**src/bus_pkg.sv**
```systemverilog
// lite-bus widths, data, strobe and response types
`default_nettype none

package bus_pkg;

   ////////////////////////////////////////
   // widths

   localparam int BUS_ADDR_W = 32;
   localparam int BUS_DATA_W = 64;
   localparam int BUS_STRB_W = BUS_DATA_W / 8;   // one strobe per byte

   ////////////////////////////////////////
   // payload types

   typedef logic [BUS_ADDR_W-1:0] bus_addr_t;
   typedef logic [BUS_DATA_W-1:0] bus_data_t;
   typedef logic [BUS_STRB_W-1:0] bus_strb_t;

   // response code, same values as the lite bus
   typedef enum logic [1:0] {
      RESP_OKAY   = 2'b00,
      RESP_DECERR = 2'b11   // nobody claims the address
   } bus_resp_e;

endpackage

`default_nettype wire

```
**src/io_map_pkg.sv**
```systemverilog
// device count, memory sizes, base/mask map and the memory address union
`default_nettype none

package io_map_pkg;

   import bus_pkg::*;

   ////////////////////////////////////////
   // devices and memory geometry

   localparam int NUM_DEVICE     = 2;    // 0 boot memory, 1 video memory
   localparam int LINE_W         = 128;  // memory line, two bus words
   localparam int OFFSET_BITS    = 3;    // byte within a bus word
   localparam int LANE_BITS      = 1;    // bus word within a line
   localparam int BOOT_MEM_BITS  = 16;   // 64 KiB
   localparam int VIDEO_MEM_BITS = 18;   // 256 KiB
   localparam int MAX_MEM_BITS   =
      (BOOT_MEM_BITS > VIDEO_MEM_BITS) ? BOOT_MEM_BITS : VIDEO_MEM_BITS;

   ////////////////////////////////////////
   // address map

   localparam bus_addr_t BOOT_BASE  = 32'h4000_0000;
   localparam bus_addr_t BOOT_MASK  = bus_addr_t'((1 << BOOT_MEM_BITS) - 1);
   localparam bus_addr_t VIDEO_BASE = 32'h4010_0000;
   localparam bus_addr_t VIDEO_MASK = bus_addr_t'((1 << VIDEO_MEM_BITS) - 1);

   localparam bus_addr_t dev_base [NUM_DEVICE] = '{BOOT_BASE, VIDEO_BASE};
   localparam bus_addr_t dev_mask [NUM_DEVICE] = '{BOOT_MASK, VIDEO_MASK};

   ////////////////////////////////////////
   // memory byte address

   typedef struct packed {
      logic [MAX_MEM_BITS-LANE_BITS-OFFSET_BITS-1:0] line;
      logic [LANE_BITS-1:0]                          lane;
      logic [OFFSET_BITS-1:0]                        offset;
   } mem_addr_s;

   // raw byte address or split line/lane/offset view
   typedef union packed {
      logic [MAX_MEM_BITS-1:0] raw;
      mem_addr_s               f;
   } mem_addr_u;

endpackage

`default_nettype wire

```
**src/lite_if.sv**
```systemverilog
// lite_if request/response interface and ram_port_if memory port interface
`timescale 1ns/100ps
`default_nettype none

////////////////////////////////////////
// lite bus, one transaction at a time

interface lite_if import bus_pkg::*; ();

   logic      req_valid;
   logic      req_ready;
   logic      req_write;
   bus_addr_t req_addr;
   bus_data_t req_wdata;
   bus_strb_t req_wstrb;

   logic      rsp_valid;
   logic      rsp_ready;
   bus_data_t rsp_rdata;
   bus_resp_e rsp_resp;

   modport master (
      output req_valid, req_write, req_addr, req_wdata, req_wstrb, rsp_ready,
      input  req_ready, rsp_valid, rsp_rdata, rsp_resp
   );

   modport slave (
      input  req_valid, req_write, req_addr, req_wdata, req_wstrb, rsp_ready,
      output req_ready, rsp_valid, rsp_rdata, rsp_resp
   );

endinterface

////////////////////////////////////////
// memory port, read data one cycle after en

interface ram_port_if import bus_pkg::*, io_map_pkg::*; ();

   logic      en;
   bus_strb_t we;      // byte write enables
   mem_addr_u addr;
   bus_data_t wdata;
   bus_data_t rdata;

   modport ctrl (
      output en, we, addr, wdata,
      input  rdata
   );

   modport mem (
      input  en, we, addr, wdata,
      output rdata
   );

endinterface

`default_nettype wire

```
**src/lite_bram_ctrl.sv**
```systemverilog
// lite bus to memory port controller for one memory
`timescale 1ns/100ps
`default_nettype none

module lite_bram_ctrl import bus_pkg::*, io_map_pkg::*; #(
   parameter int MEM_BITS = BOOT_MEM_BITS
) (
   input  logic   ram_clk,
   input  logic   rst_n_i,
   lite_if.slave  bus,
   ram_port_if.ctrl ram
);

   logic      rsp_valid_q;
   logic      first_q;       // first response cycle, memory data live
   logic      write_q;
   bus_data_t rdata_q;
   bus_data_t rd_data;
   mem_addr_u addr_u;
   logic      accept;

   ////////////////////////////////////////
   // request side

   assign accept = bus.req_valid && bus.req_ready;

   assign addr_u.raw = MAX_MEM_BITS'(bus.req_addr[MEM_BITS-1:0]);

   assign ram.en    = accept;
   assign ram.we    = bus.req_write ? bus.req_wstrb : '0;
   assign ram.addr  = addr_u;
   assign ram.wdata = bus.req_wdata;

   assign bus.req_ready = !rsp_valid_q;   // back-pressure while a response waits

   ////////////////////////////////////////
   // response side

   always_ff @(posedge ram_clk) begin
      if (!rst_n_i) begin
         rsp_valid_q <= 1'b0;
         first_q     <= 1'b0;
      end else begin
         first_q <= accept;
         if (accept)
            rsp_valid_q <= 1'b1;
         else if (bus.rsp_ready)
            rsp_valid_q <= 1'b0;
      end
   end

   assign rd_data = write_q ? '0 : ram.rdata;   // writes return zero

   always_ff @(posedge ram_clk) begin
      if (accept)
         write_q <= bus.req_write;
      if (first_q)
         rdata_q <= rd_data;
   end

   assign bus.rsp_valid = rsp_valid_q;
   assign bus.rsp_rdata = first_q ? rd_data : rdata_q;
   assign bus.rsp_resp  = RESP_OKAY;

endmodule

`default_nettype wire

```
**src/flat_wrapper.sv**
```systemverilog
// flat-port wrapper written by rule: the top's interface ports become plain ports
module lite_bram_ctrl_flat import bus_pkg::*, io_map_pkg::*;
#(
   parameter int MEM_BITS = BOOT_MEM_BITS
)
  (ram_clk, rst_n_i, bus_req_valid, bus_req_write, bus_req_addr, bus_req_wdata, bus_req_wstrb, bus_rsp_ready, bus_req_ready, bus_rsp_valid, bus_rsp_rdata, bus_rsp_resp, ram_en, ram_we, ram_addr, ram_wdata, ram_rdata);
  lite_if bus_i ();
  ram_port_if ram_i ();
  input  logic ram_clk;
  input  logic rst_n_i;
  input wire logic [$bits(bus_i.req_valid)-1:0] bus_req_valid;
  input wire logic [$bits(bus_i.req_write)-1:0] bus_req_write;
  input wire logic [$bits(bus_i.req_addr)-1:0] bus_req_addr;
  input wire logic [$bits(bus_i.req_wdata)-1:0] bus_req_wdata;
  input wire logic [$bits(bus_i.req_wstrb)-1:0] bus_req_wstrb;
  input wire logic [$bits(bus_i.rsp_ready)-1:0] bus_rsp_ready;
  output wire logic [$bits(bus_i.req_ready)-1:0] bus_req_ready;
  output wire logic [$bits(bus_i.rsp_valid)-1:0] bus_rsp_valid;
  output wire logic [$bits(bus_i.rsp_rdata)-1:0] bus_rsp_rdata;
  output wire logic [$bits(bus_i.rsp_resp)-1:0] bus_rsp_resp;
  output wire logic [$bits(ram_i.en)-1:0] ram_en;
  output wire logic [$bits(ram_i.we)-1:0] ram_we;
  output wire logic [$bits(ram_i.addr)-1:0] ram_addr;
  output wire logic [$bits(ram_i.wdata)-1:0] ram_wdata;
  input wire logic [$bits(ram_i.rdata)-1:0] ram_rdata;
  assign bus_i.req_valid = bus_req_valid;
  assign bus_i.req_write = bus_req_write;
  assign bus_i.req_addr = bus_req_addr;
  assign bus_i.req_wdata = bus_req_wdata;
  assign bus_i.req_wstrb = bus_req_wstrb;
  assign bus_i.rsp_ready = bus_rsp_ready;
  assign bus_req_ready = bus_i.req_ready;
  assign bus_rsp_valid = bus_i.rsp_valid;
  assign bus_rsp_rdata = bus_i.rsp_rdata;
  assign bus_rsp_resp = bus_i.rsp_resp;
  assign ram_en = ram_i.en;
  assign ram_we = ram_i.we;
  assign ram_addr = ram_i.addr;
  assign ram_wdata = ram_i.wdata;
  assign ram_i.rdata = ram_rdata;
  lite_bram_ctrl #(.MEM_BITS(MEM_BITS)) u_core (.ram_clk(ram_clk), .rst_n_i(rst_n_i), .bus(bus_i), .ram(ram_i));
endmodule
```
**config.mk**
```make
export PLATFORM = sky130hd
export DESIGN_NAME = lite_bram_ctrl_flat
export DESIGN_NICKNAME = d
export VERILOG_FILES = /design/src/bus_pkg.sv /design/src/io_map_pkg.sv /design/src/lite_if.sv /design/src/lite_bram_ctrl.sv /design/src/flat_wrapper.sv
export SDC_FILE = /design/constraint.sdc
export NUM_CORES = 1
export LEC_CHECK = 0
export BUFFER_PORTS_ARGS = -buffer_cell sky130_fd_sc_hd__buf_2
export CORE_AREA = 2 2 128 130
export CTS_CLUSTER_SIZE = 20
export DETAILED_ROUTE_END_ITERATION = 8
export DIE_AREA = 0 0 130 132
export PLACE_DENSITY_LB_ADDON = 0.08
export SETUP_SLACK_MARGIN = 0.02
export SYNTH_ARGS = -nofsm -noshare
export SYNTH_HDL_FRONTEND = slang
export SYNTH_SLANG_ARGS = --single-unit
```
**constraint.sdc**
```tcl
create_clock -name ram_clk -period 1.15 [get_ports ram_clk]
set_input_delay 0.0575 -clock ram_clk [delete_from_list [all_inputs] [get_ports ram_clk]]
set_output_delay 0.0575 -clock ram_clk [all_outputs]
set_load 0.02 [all_outputs]
```
==> impl_metrics.ini <==
[status]
outcome = complete, but fails checks
failed_checks = hold timing, setup timing

[setup_path]
endpoint = bus_rsp_rdata[47]
critical_path.startpoint = u_core.write_q
critical_path_class = reg -> out
cp_cell_sequence = nor2b_4 > buf_12 > buf_16 > a22o_1 > buf_6
reg2regPathDepth = 6
regToRegEndpoint = u_core.rdata_q[0]
critical_path_rt_ps = 1090
cpPeakStageDelay_ps = 420
r2r-start = u_core.first_q
largest_fanout_on_the_critical_path = 11
critPathLaunchType = register
worst-r2r-setup-slack_ps = -190
critical_path.endpoint_type = output port
worstPathArrival_ps = 1580
crit_path_top_delay_cell = sky130_fd_sc_hd__edfxtp_1

[placement]
place_worst_setup_slack_ps = -133
numPortBuffers = 151
placed_cells_incl_taps = 545
place.gp.congestion = 0.690
hpwlAfterDp_um = 7500

[synth]
syn-cell-area_um2 = 2820
ys_types = 15
register_bit_total_from_synthesis = 67
synth-seq-area-share_pct = 47.9
synth_instances = 246
yosys_warnings = 0
syn-mean-instance-area_um2 = 11.5

[global_route]
pin_count_of_the_biggest_net_entering_global_routing = 47
groute.usage.overall_pct = 11.8
antenna_found_initial = 0
grt_pass1_wl_um = 14600
grt.overflow.total = 0
via_count_of_the_first_global_routing_pass = 2259

[power]
switching_share_pct = 27.9
p_per_area_nw_per_um2 = 1680
p_int_uw = 5740
share_comb_of_total_power_pct = 28.5
pwr-share-clk_pct = 37.0
switching_power_uw = 2220
power.leakage_uw = 0.00223
ir_worst_vdd_v = 0.000655
share_seq_of_total_power_pct = 34.6

[floorplanning]
floorplan.io_pins = 332
die_area_um2 = 17200
die_y_um = 132
num_rows = 46
starting_density_of_the_core_pct = 18.0
die_width_um = 130
design.core.area_um2 = 15700

[final_layout]
post-route-util_pct = 30.1
multi_input_comb_area_um2 = 724
flow.area_growth_from_synthesis_pct = 67.5
antenna_cells_inserted = 0
finish.net_count = 577
final-instance-count-excl-fill = 625
ff_latch_area_um2 = 1350
post_route_cells_drive_above_1_share_pct = 55.7
number_of_fill_cells = 1675

[cts]
worst_skew_pair.late_latency_ps = 340
cts_tree = done
clock_tree.htree_level_count = 3
cts-root-buf = sky130_fd_sc_hd__clkbuf_16
numCtsBuffers = 9
clock_tree.buffer_depth = 2
cts_hold_buffers = 39
clkSlewWorstSetupHoldPaths_ps = 70
cts_sinks = 67

[timing]
post-route-min-period_ps = 1630
rsz0062_at_grt = true
layout_worst_path_cycle_share_pct = 142
slew_viol_final = 0
final_worst_setup_slack_ps = -485
setup_violations = 108
setup_skew_after_layout_ps = 9.83
fmax_ghz = 0.612
holdWs_ps = -39.1
timing_hold_violations_final = 6

[routing]
drtPass1Iterations = 4
avgViaCountPerCell = 3.79
drc = 0
dr_vias = 2368
ant_nets = 0
routed_wire_length_um = 11300
routedWlPerCell_um = 18.1
initial_drc_count = 79

[job]
cap_violations = 0

[min_path]
min-delay-path-class = in -> reg
timing.hold.worst.start = ram_rdata[49]
-- worst min path at each step --
stage               depth (start not counted)                  to  slack [ps]
floorplan                                   0      u_core.write_q         160
detailed placement                          0         ram_addr[3]         120
finish                                      2  u_core.rdata_q[49]         -40
global route                                2   u_core.rdata_q[8]         -40
CTS                                         2  u_core.rdata_q[49]         -50
global placement                            0         ram_addr[3]         120
-- layout make-up --
cell class	instances	share of cell area (%)
clock buffers	11	5.37
multi-input cells	82	15.3
clock inverters	5	1.24
well taps	216	5.72
inverters	3	0.238
repair buffers	241	43.5
flip-flops and latches	67	28.6
-- cells in the mapped netlist, drive strengths merged --
library cell	number	area, um2
a22o	63	552
conb	1	3.75
nor2b	2	20.0
nand3b	1	7.51
and2	9	56.3
nand2	1	3.75
o21ai	1	5.00
inv	3	11.3
dfxtp	66	1320
o211a	1	10.0
buf	97	801
edfxtp	1	30.0
-- sequential cells by signal (all words and copies together) (netlist names) --
| name | count |
|---|---|
| u_core.bus.rsp_valid | 1 |
| u_core.first_q | 1 |
| u_core.rdata_q | 64 |
| u_core.write_q | 1 |
-- routing by layer --
layer	GRT usage, %	wire length, um
met5	0	0
met4	5.26	282
met3	7.63	1500
met2	19.5	5430
met1	11.5	4080
-- through the flow --
stage	TNS [ps]	hold WS, ps	power [uW]	instance area (um2)
after global routing	-43180	-40.2	8330	4730
after detailed placement	-7670	115	4380	3280
after CTS	-31140	-52.9	7900	4450
final	-32050	-39.1	7960	4730
after floorplan	0	156	4120	2840
after global placement	-6010	115	4380	3280
-- critical path, delay by kind of cell (launching register included) --
family / cells / cell delay (ps)
buffers and inverters: 3 / 460
flip-flops: 1 / 420
AND/OR/NAND/NOR: 1 / 170
AO/OA/AOI/OAI: 1 / 170
-- what timing repair did --
item                                   CTS  global route
setup endpoints to repair               86           128
endpoints found under the hold margin   44             6
buffers inserted                        15            13
gates resized for setup                111            20
pin swaps                               12            25
cloned                                   3             5
-- cell usage in the layout (no fill, tap or decap), types with 2 or more instances in the layout --
cell type,count
sky130_fd_sc_hd__buf_6,50
sky130_fd_sc_hd__dfxtp_1,64
sky130_fd_sc_hd__a22o_1,58
sky130_fd_sc_hd__dlygate4sd3_1,39
sky130_fd_sc_hd__conb_1,4
sky130_fd_sc_hd__inv_1,2
sky130_fd_sc_hd__clkinvlp_4,2
sky130_fd_sc_hd__clkbuf_16,13
sky130_fd_sc_hd__nor2b_4,2
sky130_fd_sc_hd__dfxtp_2,2
sky130_fd_sc_hd__buf_16,4
sky130_fd_sc_hd__buf_4,54
sky130_fd_sc_hd__buf_12,3
sky130_fd_sc_hd__buf_2,87
sky130_fd_sc_hd__a22o_4,5
sky130_fd_sc_hd__and2_1,9
-- power by group through the flow --
stage / clock, uW / sequential (uW) / combinational, uW
after detailed placement: 0 / 2790 / 1590
after CTS: 3050 / 2740 / 2100
after floorplan: 0 / 2770 / 1350
after global routing: 3150 / 2780 / 2400
final: 2940 / 2750 / 2270
after global placement: 0 / 2790 / 1590
-- cell families after synthesis --
group | Yosys count | synth area share [%]
other cells | 1 | 0.133
simple gates | 13 | 3.10
buf+inv | 100 | 28.8
flops | 67 | 47.9
compound gates | 65 | 20.1
(Power assumes the default switching activity.)
